--- src/common/histPkg.sv ---
package histPkg;

    // photon timestamp width
    localparam int Np = 10;

    // timestamp msbs used as the bin index
    localparam int BIN_BITS = 6;
    localparam int BIN_NUM = 1 << BIN_BITS;

    // bin counters saturate at all ones
    localparam int COUNT_W = 8;

    // frame counter width, wraps
    localparam int FRAME_W = 8;

    typedef logic [Np-1:0] timestampT;
    typedef logic [BIN_BITS-1:0] binT;
    typedef logic [COUNT_W-1:0] countT;

    localparam countT COUNT_MAX = '1;

    // peak of one pixel, bin in the upper field
    typedef struct packed {
        binT bin;
        countT count;
    } peakT;

    // index width for a counter over n items, never zero
    function automatic int cntW(input int n);
        return (n > 1) ? $clog2(n) : 1;
    endfunction

    // word address width of the shared count ram
    function automatic int addrW(input int pixelNum);
        return $clog2(pixelNum * BIN_NUM);
    endfunction

endpackage

--- src/common/sifhRegPkg.sv ---
package sifhRegPkg;

    // wishbone data width and word address width
    localparam int WB_DW = 32;
    localparam int WB_AW = 4;

    // register map, word offsets
    localparam logic [WB_AW-1:0] REG_STATUS = 4'd0;
    localparam logic [WB_AW-1:0] REG_PEAK_BASE = 4'd1;

    // status fields
    localparam int STAT_DONE_BIT = 0;
    localparam int STAT_READY_BIT = 1;
    localparam int STAT_FRAME_LSB = 8;

    // peak register fields
    localparam int PEAK_BIN_LSB = 0;
    localparam int PEAK_COUNT_LSB = 8;

endpackage

--- src/histogram/countRam.sv ---
`timescale 1ns/1ps

module countRam import histPkg::*; #(
    parameter int DEPTH = 192,
    localparam int AW = $clog2(DEPTH)
) (
    input logic clk,
    input logic wrEn,
    input logic [AW-1:0] wrAddr,
    input countT wrData,
    input logic rdEn,
    input logic [AW-1:0] rdAddr,
    output countT rdData
);

    // one region of BIN_NUM words per pixel
    countT mem [DEPTH];

    // write port
    always_ff @(posedge clk) begin
        if (wrEn) begin
            mem[wrAddr] <= wrData;
        end
    end

    // registered read, old data on a same-cycle write
    always_ff @(posedge clk) begin
        if (rdEn) begin
            rdData <= mem[rdAddr];
        end
    end

endmodule

--- src/histogram/binAccumulator.sv ---
`timescale 1ns/1ps

module binAccumulator import histPkg::*; #(
    parameter int PIXEL_NUM = 3,
    localparam int PW = cntW(PIXEL_NUM),
    localparam int ADDR_W = addrW(PIXEL_NUM)
) (
    input logic clk,
    input logic reset,
    input logic sampleValid,
    input logic [PW-1:0] pixel,
    input timestampT sample,
    input countT rdData,
    output logic rdEn,
    output logic [ADDR_W-1:0] rdAddr,
    output logic wrEn,
    output logic [ADDR_W-1:0] wrAddr,
    output countT wrData
);

    logic [ADDR_W-1:0] inAddr;

    // valid bit per stage
    logic s1Valid;
    logic s2Valid;
    logic s3Valid;

    // address and count carried down the pipe
    logic [ADDR_W-1:0] s1Addr;
    logic [ADDR_W-1:0] s2Addr;
    logic [ADDR_W-1:0] s3Addr;
    countT s2Count;
    countT s3Count;

    countT curCount;
    countT nextCount;

    // pixel region base plus bin from the timestamp msbs
    assign inAddr = ADDR_W'({pixel, sample[Np-1 -: BIN_BITS]});

    // stage 1 read issued in the accept cycle
    assign rdEn = sampleValid;
    assign rdAddr = inAddr;

    // ram data can be stale by up to two writes
    always_comb begin
        if (s2Valid && s2Addr == s1Addr) begin
            // write going out this cycle is the newest
            curCount = s2Count;
        end else if (s3Valid && s3Addr == s1Addr) begin
            // written last cycle so our read missed it
            curCount = s3Count;
        end else begin
            curCount = rdData;
        end
    end

    // saturating increment
    assign nextCount = (curCount == COUNT_MAX) ? curCount : curCount + 1'b1;

    always_ff @(posedge clk) begin
        if (reset) begin
            s1Valid <= 1'b0;
            s2Valid <= 1'b0;
            s3Valid <= 1'b0;
        end else begin
            s1Valid <= sampleValid;
            s2Valid <= s1Valid;
            s3Valid <= s2Valid;
        end
    end

    always_ff @(posedge clk) begin
        s1Addr <= inAddr;
        s2Addr <= s1Addr;
        s2Count <= nextCount;
        // copy of the last write for forwarding
        s3Addr <= s2Addr;
        s3Count <= s2Count;
    end

    // stage 2 drives the write port
    assign wrEn = s2Valid;
    assign wrAddr = s2Addr;
    assign wrData = s2Count;

    // no write to an unknown address
    wrAddrKnown: assert property (@(posedge clk) disable iff (reset)
        wrEn |-> !$isunknown(wrAddr));

endmodule

--- src/histogram/peakSearch.sv ---
`timescale 1ns/1ps

module peakSearch import histPkg::*; #(
    parameter int PIXEL_NUM = 3,
    localparam int PW = cntW(PIXEL_NUM),
    localparam int ADDR_W = addrW(PIXEL_NUM)
) (
    input logic clk,
    input logic reset,
    input logic start,
    input countT rdData,
    output logic rdEn,
    output logic [ADDR_W-1:0] rdAddr,
    output logic wrEn,
    output logic [ADDR_W-1:0] wrAddr,
    output countT wrData,
    output logic peakValid,
    output logic [PW-1:0] peakPixel,
    output peakT peakValue,
    output logic busy
);

    logic [PW-1:0] pixCnt;
    // 0..BIN_NUM-1 read, BIN_NUM last compare, BIN_NUM+1 emit
    logic [BIN_BITS:0] step;
    logic rdPend;
    binT rdBin;
    logic [ADDR_W-1:0] rdPendAddr;
    countT maxCount;
    binT maxBin;
    logic lastPixel;

    assign lastPixel = pixCnt == PW'(PIXEL_NUM - 1);

    // reads only while the step is below BIN_NUM
    assign rdEn = busy && !step[BIN_BITS];
    assign rdAddr = ADDR_W'({pixCnt, step[BIN_BITS-1:0]});

    // clear behind the read, one cycle later
    assign wrEn = rdPend;
    assign wrAddr = rdPendAddr;
    assign wrData = '0;

    assign peakValid = busy && step == (BIN_BITS + 1)'(BIN_NUM + 1);
    assign peakPixel = pixCnt;
    assign peakValue = {maxBin, maxCount};

    always_ff @(posedge clk) begin
        if (reset) begin
            busy <= 1'b0;
            rdPend <= 1'b0;
            pixCnt <= '0;
            step <= '0;
        end else begin
            rdPend <= rdEn;
            if (start) begin
                busy <= 1'b1;
                pixCnt <= '0;
                step <= '0;
            end else if (busy) begin
                if (peakValid) begin
                    // next pixel, or done after the last one
                    step <= '0;
                    pixCnt <= pixCnt + 1'b1;
                    if (lastPixel) begin
                        busy <= 1'b0;
                    end
                end else begin
                    step <= step + 1'b1;
                end
            end
        end
    end

    always_ff @(posedge clk) begin
        rdBin <= step[BIN_BITS-1:0];
        rdPendAddr <= rdAddr;
        if (start || peakValid) begin
            maxCount <= '0;
            maxBin <= '0;
        end else if (rdPend && rdData > maxCount) begin
            // strictly greater, so the lowest bin keeps a tie
            maxCount <= rdData;
            maxBin <= rdBin;
        end
    end

    // builder must wait for the sweep to end
    startWhileBusy: assert property (@(posedge clk) disable iff (reset)
        start |-> !busy);

endmodule

--- src/histogram/histBuilder.sv ---
`timescale 1ns/1ps

module histBuilder import histPkg::*; #(
    parameter int PIXEL_NUM = 3,
    parameter int ACQ_NUM = 2,
    parameter int DATA_NUM = 2
) (
    input logic clk,
    input logic reset,
    input logic wrEn,
    input timestampT data,
    output logic ready,
    output logic done,
    output logic [FRAME_W-1:0] frameCount,
    output peakT peaks [PIXEL_NUM]
);

    localparam int DEPTH = PIXEL_NUM * BIN_NUM;
    localparam int ADDR_W = addrW(PIXEL_NUM);
    localparam int PW = cntW(PIXEL_NUM);
    localparam int QW = cntW(ACQ_NUM);
    localparam int DW = cntW(DATA_NUM);

    typedef enum logic [1:0] {stClear, stAcquire, stDrain, stSearch} stateT;

    stateT state;
    logic [ADDR_W-1:0] clrAddr;
    logic drainCnt;
    logic start;
    logic accept;
    logic frameEnd;
    logic lastPeak;

    // sample position inside the frame
    logic [DW-1:0] dataIdx;
    logic [PW-1:0] pixIdx;
    logic [QW-1:0] acqIdx;
    logic lastData;
    logic lastPix;
    logic lastAcq;

    // accumulator side of the ram
    logic accRdEn;
    logic accWrEn;
    logic [ADDR_W-1:0] accRdAddr;
    logic [ADDR_W-1:0] accWrAddr;
    countT accWrData;

    // search side of the ram
    logic srchRdEn;
    logic srchWrEn;
    logic [ADDR_W-1:0] srchRdAddr;
    logic [ADDR_W-1:0] srchWrAddr;
    countT srchWrData;
    logic peakValid;
    logic [PW-1:0] peakPixel;
    peakT peakValue;
    logic busy;

    // shared ram ports
    logic ramRdEn;
    logic ramWrEn;
    logic [ADDR_W-1:0] ramRdAddr;
    logic [ADDR_W-1:0] ramWrAddr;
    countT ramRdData;
    countT ramWrData;

    assign ready = state == stAcquire;
    assign accept = wrEn && ready;

    assign lastData = dataIdx == DW'(DATA_NUM - 1);
    assign lastPix = pixIdx == PW'(PIXEL_NUM - 1);
    assign lastAcq = acqIdx == QW'(ACQ_NUM - 1);
    assign frameEnd = accept && lastData && lastPix && lastAcq;

    // second drain cycle, last accumulator write is going out
    assign start = state == stDrain && drainCnt;
    assign lastPeak = peakValid && peakPixel == PW'(PIXEL_NUM - 1);

    always_ff @(posedge clk) begin
        if (reset) begin
            state <= stClear;
            clrAddr <= '0;
            drainCnt <= 1'b0;
            done <= 1'b0;
            frameCount <= '0;
        end else begin
            case (state)
                stClear: begin
                    clrAddr <= clrAddr + 1'b1;
                    if (clrAddr == ADDR_W'(DEPTH - 1)) begin
                        state <= stAcquire;
                    end
                end
                stAcquire: begin
                    if (frameEnd) begin
                        state <= stDrain;
                        drainCnt <= 1'b0;
                    end
                end
                stDrain: begin
                    drainCnt <= 1'b1;
                    if (start) begin
                        state <= stSearch;
                    end
                end
                stSearch: begin
                    // ready and done rise with the last stored peak
                    if (lastPeak) begin
                        state <= stAcquire;
                        done <= 1'b1;
                        frameCount <= frameCount + 1'b1;
                    end
                end
                default: state <= stClear;
            endcase
            if (accept) begin
                done <= 1'b0;
            end
        end
    end

    // order is acquisition, pixel, sample
    always_ff @(posedge clk) begin
        if (reset) begin
            dataIdx <= '0;
            pixIdx <= '0;
            acqIdx <= '0;
        end else if (accept) begin
            dataIdx <= lastData ? '0 : dataIdx + 1'b1;
            if (lastData) begin
                pixIdx <= lastPix ? '0 : pixIdx + 1'b1;
                if (lastPix) begin
                    acqIdx <= lastAcq ? '0 : acqIdx + 1'b1;
                end
            end
        end
    end

    // peak registers, visible over the bus
    always_ff @(posedge clk) begin
        if (reset) begin
            for (int p = 0; p < PIXEL_NUM; p++) begin
                peaks[p] <= '0;
            end
        end else if (peakValid) begin
            peaks[peakPixel] <= peakValue;
        end
    end

    // ram port owner: clear sweep, search, else accumulator
    always_comb begin
        if (state == stClear) begin
            ramWrEn = 1'b1;
            ramWrAddr = clrAddr;
            ramWrData = '0;
        end else if (busy) begin
            ramWrEn = srchWrEn;
            ramWrAddr = srchWrAddr;
            ramWrData = srchWrData;
        end else begin
            ramWrEn = accWrEn;
            ramWrAddr = accWrAddr;
            ramWrData = accWrData;
        end
        ramRdEn = busy ? srchRdEn : accRdEn;
        ramRdAddr = busy ? srchRdAddr : accRdAddr;
    end

    countRam #(
        .DEPTH(DEPTH)
    ) countRam_inst (
        .clk(clk),
        .wrEn(ramWrEn),
        .wrAddr(ramWrAddr),
        .wrData(ramWrData),
        .rdEn(ramRdEn),
        .rdAddr(ramRdAddr),
        .rdData(ramRdData)
    );

    binAccumulator #(
        .PIXEL_NUM(PIXEL_NUM)
    ) binAccumulator_inst (
        .clk(clk),
        .reset(reset),
        .sampleValid(accept),
        .pixel(pixIdx),
        .sample(data),
        .rdData(ramRdData),
        .rdEn(accRdEn),
        .rdAddr(accRdAddr),
        .wrEn(accWrEn),
        .wrAddr(accWrAddr),
        .wrData(accWrData)
    );

    peakSearch #(
        .PIXEL_NUM(PIXEL_NUM)
    ) peakSearch_inst (
        .clk(clk),
        .reset(reset),
        .start(start),
        .rdData(ramRdData),
        .rdEn(srchRdEn),
        .rdAddr(srchRdAddr),
        .wrEn(srchWrEn),
        .wrAddr(srchWrAddr),
        .wrData(srchWrData),
        .peakValid(peakValid),
        .peakPixel(peakPixel),
        .peakValue(peakValue),
        .busy(busy)
    );

endmodule

--- src/hdl/sifhRegs.sv ---
`timescale 1ns/1ps

module sifhRegs import histPkg::*, sifhRegPkg::*; #(
    parameter int PIXEL_NUM = 3
) (
    input logic clk,
    input logic reset,
    input logic cyc,
    input logic stb,
    input logic we,
    input logic [WB_AW-1:0] adr,
    input logic [WB_DW-1:0] datWr,
    input logic done,
    input logic ready,
    input logic [FRAME_W-1:0] frameCount,
    input peakT peaks [PIXEL_NUM],
    output logic ack,
    output logic [WB_DW-1:0] datRd
);

    logic access;
    logic [WB_DW-1:0] rdWord;

    // new cycle only when ack is low, so ack is one cycle wide
    assign access = cyc && stb && !ack;

    // address decode, unmapped words read zero
    always_comb begin
        rdWord = '0;
        if (adr == REG_STATUS) begin
            rdWord[STAT_DONE_BIT] = done;
            rdWord[STAT_READY_BIT] = ready;
            rdWord[STAT_FRAME_LSB +: FRAME_W] = frameCount;
        end
        for (int p = 0; p < PIXEL_NUM; p++) begin
            if (adr == WB_AW'(REG_PEAK_BASE + p)) begin
                rdWord[PEAK_BIN_LSB +: BIN_BITS] = peaks[p].bin;
                rdWord[PEAK_COUNT_LSB +: COUNT_W] = peaks[p].count;
            end
        end
    end

    always_ff @(posedge clk) begin
        if (reset) begin
            ack <= 1'b0;
        end else begin
            ack <= access;
        end
    end

    // read data lands together with ack
    always_ff @(posedge clk) begin
        if (access) begin
            // no writable registers, writes just get acked
            datRd <= we ? '0 : rdWord;
        end
    end

    ackOneCycle: assert property (@(posedge clk) disable iff (reset)
        ack |=> !ack);

    // master holds write data for the whole access
    wrDataStable: assert property (@(posedge clk) disable iff (reset)
        access && we |=> $stable(datWr) && !$isunknown(datWr));

endmodule

--- src/hdl/sifhTop.sv ---
`timescale 1ns/1ps

module sifhTop import histPkg::*, sifhRegPkg::*; #(
    parameter int PIXEL_NUM = 3,
    parameter int ACQ_NUM = 2,
    parameter int DATA_NUM = 2
) (
    input logic clk,
    input logic reset,
    // photon timestamp stream
    input logic wrEn,
    input timestampT data,
    output logic ready,
    // wishbone slave
    input logic cyc,
    input logic stb,
    input logic we,
    input logic [WB_AW-1:0] adr,
    input logic [WB_DW-1:0] datWr,
    output logic ack,
    output logic [WB_DW-1:0] datRd
);

    logic done;
    logic [FRAME_W-1:0] frameCount;
    peakT peaks [PIXEL_NUM];

    histBuilder #(
        .PIXEL_NUM(PIXEL_NUM),
        .ACQ_NUM(ACQ_NUM),
        .DATA_NUM(DATA_NUM)
    ) histBuilder_inst (
        .clk(clk),
        .reset(reset),
        .wrEn(wrEn),
        .data(data),
        .ready(ready),
        .done(done),
        .frameCount(frameCount),
        .peaks(peaks)
    );

    sifhRegs #(
        .PIXEL_NUM(PIXEL_NUM)
    ) sifhRegs_inst (
        .clk(clk),
        .reset(reset),
        .cyc(cyc),
        .stb(stb),
        .we(we),
        .adr(adr),
        .datWr(datWr),
        .done(done),
        .ready(ready),
        .frameCount(frameCount),
        .peaks(peaks),
        .ack(ack),
        .datRd(datRd)
    );

endmodule

--- config.mk ---
export PLATFORM = sky130hd
export DESIGN_NAME = sifhTop
export DESIGN_NICKNAME = d
export VERILOG_FILES = /design/src/common/histPkg.sv /design/src/common/sifhRegPkg.sv /design/src/histogram/countRam.sv /design/src/histogram/binAccumulator.sv /design/src/histogram/peakSearch.sv /design/src/histogram/histBuilder.sv /design/src/hdl/sifhRegs.sv /design/src/hdl/sifhTop.sv
export SDC_FILE = /design/constraint.sdc
export NUM_CORES = 2
export LEC_CHECK = 0
export BUFFER_PORTS_ARGS = -buffer_cell sky130_fd_sc_hd__buf_4
export CAP_MARGIN = 10
export CORE_ASPECT_RATIO = 0.7
export CORE_MARGIN = 2
export CORE_UTILIZATION = 40
export CTS_CLUSTER_DIAMETER = 30
export CTS_CLUSTER_SIZE = 10
export DETAILED_ROUTE_END_ITERATION = 7
export HOLD_SLACK_MARGIN = 0.1
export SETUP_SLACK_MARGIN = 0.02
export SLEW_MARGIN = 20
export SYNTH_ARGS = -nofsm -noshare
export SYNTH_HDL_FRONTEND = slang
export SYNTH_SLANG_ARGS = --single-unit
--- constraint.sdc ---
create_clock -name clk -period 10 [get_ports clk]
set_clock_uncertainty 0.2 [all_clocks]
set_input_delay 0.5 -clock clk [delete_from_list [all_inputs] [get_ports clk]]
set_output_delay 0.5 -clock clk [all_outputs]
set_load 0.02 [all_outputs]
==> Flow_metrics.wiki <==
{| class="wikitable"
! Metric !! Value
|-
| Number of nets with antenna violations after routing || 0
|-
| Post-cts sizing count || 0
|-
| # clock sinks || 1,701
|-
| TritonCTS clock tree || done
|-
| Final period util || 57.7%
|-
| First DRT Iteration DRCs || 4,377
|-
| Cell type group with the largest total delay on the critical path || multiplexers
|-
| Actual transition at the worst max-transition pin || 1.21 ns
|-
| R2r startpoint || histBuilder_inst.peakSearch_inst.busy
|-
| Wire length after detailed routing || 170 mm
|-
| Count of different cell masters after synthesis || 55
|-
| Total number of nets in the final design || 3,845
|-
| Max Clock Freq || 0.173 GHz
|-
| Hold path startpoint || histBuilder_inst.binAccumulator_inst.wrData[6]
|-
| CTS buffer count || 224
|-
| DIE HEIGHT || 345 um
|-
| Worst Path Required || 10.21 ns
|-
| Worst min-delay path category || register to register
|-
| Wire length of the first global-routing pass || 245 mm
|-
| Setup TNS Final || 0 ns
|-
| Critical-path maximum fanout || 79
|-
| Clk Latency, worst-skew pair || 0.83 ns
|-
| Htree depth || 4
|-
| Routed via count || 35,000
|-
| Width of the chip || 491 um
|-
| Number of enable-type register cells in the synthesized netlist || 1,558
|-
| Most instantiated cells after synthesis || 1,558 x edfxtp_1, 375 x mux4_2, 363 x nand2_1
|-
| Slowest cell on crit path || nor4_1
|-
| Count of final hold-check violations || 0
|-
| Weighted congestion reported at the end of routability-driven placement || 0.824
|-
| Number of setup violations in the final report || 0
|-
| Post-synth top flop || edfxtp_1
|-
| Count of standard-cell rows || 125
|-
| Register ranked first by flip-flop count || histBuilder_inst.countRam_inst.mem
|-
| End of the worst register-to-register path || histBuilder_inst.countRam_inst.rdData[4]
|-
| Total power density per cell area || 224 nW/um^2
|-
| Ordered list of cells on the worst path || buf_4, mux2_8, buf_12, mux4_2, a211oi_1, nor3_1, nor4_1, o211ai_1
|-
| Largest cells by area after synthesis || edfxtp_1 70%, mux4_2 13%, dfxtp_1 4.3%
|-
| Number of placed instances, taps included || 5,757
|-
| Max Cap Violations || 0
|-
| Vias per cell || 5.69
|-
| Kind of critical path || register to register
|-
| Boundary Pins || 86
|-
| Max Slew Vio Count || 0
|-
| Post-synth top area cell || edfxtp_1
|-
| Fraction of synthesis flops using an asynchronous set or reset pin || 0%
|-
| HPWL after detailed placement || 98.7 mm
|-
| Portion of synthesized cell area occupied by the leading cell type || 70.4%
|-
| Average detailed-routed wire length per instance || 27.7 um
|-
| Biggest regs || histBuilder_inst.countRam_inst.mem (1536), histBuilder_inst.peaks (42), sifhRegs_inst.datRd (14)
|-
| Finished Layout Cells || 6,146
|-
| Initial antenna violation count || 6
|-
| Unrepaired setup endpoints after global routing || no
|-
| Total congestion overflow after global routing || 0
|-
| Flop2flop setup slack || 4.23 ns
|-
| Mean Syn Cell Area || 18.2 um^2
|-
| Clock transition at the registers of the reported paths || 0.06 ns
|-
| Overall die area || 170,000 um^2
|-
| Sequential element share of the synthesized area || 74.7%
|-
| Area occupied by registers || 49,600 um^2
|-
| Peak supply drop || 0.206 mV
|-
| Clock root cell || clkbuf_16
|-
| Status || completed
|-
| Ratio of cells with drive above 1 in the final layout || 20.7%
|-
| Area of the core || 165,000 um^2
|-
| Multi-input gate area || 15,900 um^2
|-
| Depth of the most critical reg-to-reg path || 8
|-
| Buf/Inv on CP || 2
|-
| Clock tree buffer depth || 3
|-
| Post-synthesis instance area || 66,500 um^2
|-
| Crit start category || register
|-
| Post-Synthesis Cells || 3,656
|-
| Cell with the most instances after synthesis || edfxtp_1
|-
| Residual DRC count || 0
|-
| Delay of the slowest cell on the worst path || 0.96 ns
|-
| Yosys warnings || 0
|-
| Number of global-route vias before repair || 34,100
|-
| Final critical path time including I/O delays and setup || 5.77 ns
|-
| Seq cells post-synth || 1,701
|-
| Worst rel slew slack || 18.3%
|-
| Maximum number of pins on one net before global-route repair || 193
|-
| Total global routing track utilization || 19.8%
|-
| Port Buf Inserts || 31
|-
| Leakage || 0.0245 uW
|-
| Endpoint with the worst hold slack || histBuilder_inst.binAccumulator_inst.s3Count[6]
|-
| Flip-flop count of the largest register, all copies and words added || 1,536
|-
| Starting density of the core || 40.2%
|-
| Number of detailed-routing iterations run before antenna repair || 5
|-
| Hold Path Depth || 0
|-
| Area delta synth->final || 14.7%
|-
| Element type at the critical path end || register
|-
| WP data arrival || 5.98 ns
|-
| FILL cells || 14,000
|}
==> what timing repair did <==
item | 4_1_cts | 5_1_grt
hold endpoints to repair | 105 | 0
endpoints found under the setup margin | 0 | 0
hold buffers | 13 | 0
setup buffers | 0 | 0
==> how the worst max path moves through the flow <==
stage                                           from                                       end  slack, ns  depth (start not counted)
2_1_floorplan  histBuilder_inst.peakSearch_inst.busy  histBuilder_inst.countRam_inst.mem[0][6]       3.39                          6
3_3_place_gp   histBuilder_inst.peakSearch_inst.busy  histBuilder_inst.countRam_inst.rdData[4]       4.42                          8
3_5_place_dp   histBuilder_inst.peakSearch_inst.busy  histBuilder_inst.countRam_inst.rdData[4]       4.41                          8
4_1_cts        histBuilder_inst.peakSearch_inst.busy  histBuilder_inst.countRam_inst.rdData[4]       4.40                          8
5_1_grt        histBuilder_inst.peakSearch_inst.busy  histBuilder_inst.countRam_inst.rdData[4]       4.08                          8
6_report       histBuilder_inst.peakSearch_inst.busy  histBuilder_inst.countRam_inst.rdData[4]       4.23                          8
==> logic make-up after synthesis <==
family                   after synthesis  share of synthesized area [%]
flip-flops                          1701                           74.7
adder cells (fa/ha/maj)               19                          0.357
AND/OR/NAND/NOR                      888                           5.64
XOR/XNOR                              39                          0.514
AO/OA/AOI/OAI                        289                           2.82
multiplexers                         480                           14.3
buffers and inverters                239                           1.70
other                                  1                        0.00564
==> layout make-up <==
type / instances / share of cell area, %
diodes: 1 / 0.00328
clock buffers: 278 / 7.80
clock inverters: 97 / 1.36
inverters: 16 / 0.0787
multi-input cells: 1733 / 20.9
flip-flops and latches: 1701 / 65.1
well taps: 2222 / 3.64
repair buffers: 98 / 1.17
==> per-layer routing <==
| metal | GRT usage (%) | vias up | share of wire, % |
|---|---|---|---|
| met5 | 0 | - | 0.020 |
| met4 | 5.12 | 4 | 2.2 |
| met3 | 6.07 | 253 | 11 |
| met2 | 28.1 | 1697 | 43 |
| met1 | 29.7 | 18300 | 44 |
| li1 | - | 14700 | - |
==> cells in the final DEF, fill, tap and decap left out, types with 11 or more instances in the layout <==
master	instances
clkinv_2	24
a31oi_1	29
bufinv_16	13
a221oi_1	13
dlygate4sd3_1	13
ha_1	19
xor2_1	23
dfxtp_1	142
o21ai_0	21
clkinv_1	24
edfxtp_1	1558
and3_1	34
o221ai_1	12
a21oi_1	101
buf_4	73
nor2_1	290
xnor2_1	16
nand4_1	14
mux2i_1	90
conb_1	18
nand2_1	351
nand2_2	12
clkbuf_1	45
a22oi_1	45
nor2b_1	11
nand3_1	106
clkbuf_16	229
mux4_2	375
inv_1	16
o22ai_1	16
nor3_1	25
==> through the flow <==
stage | worst slack, ns | util, % | instance area, um^2 | power, uW | hold WS [ns]
floorplan | 3.39 | - | 66600 | 9080 | 0.129
global placement | 4.42 | 41.8 | 69200 | 9670 | 0.152
detailed placement | 4.41 | 41.8 | 69200 | 9700 | 0.158
CTS | 4.40 | 46.1 | 76300 | 17200 | 0.137
global route | 4.08 | 46.1 | 76300 | 17600 | 0.171
finish | 4.23 | 46.1 | 76300 | 17100 | 0.163
==> report_power, final <==
group | internal (uW) | total [uW] | switching, uW
combinational | 318 | 1390 | 1080
clock | 4530 | 7520 | 3000
sequential | 8130 | 8180 | 45.3
total | 13000 | 17100 | 4120
Power figures use the tool's default switching activity.
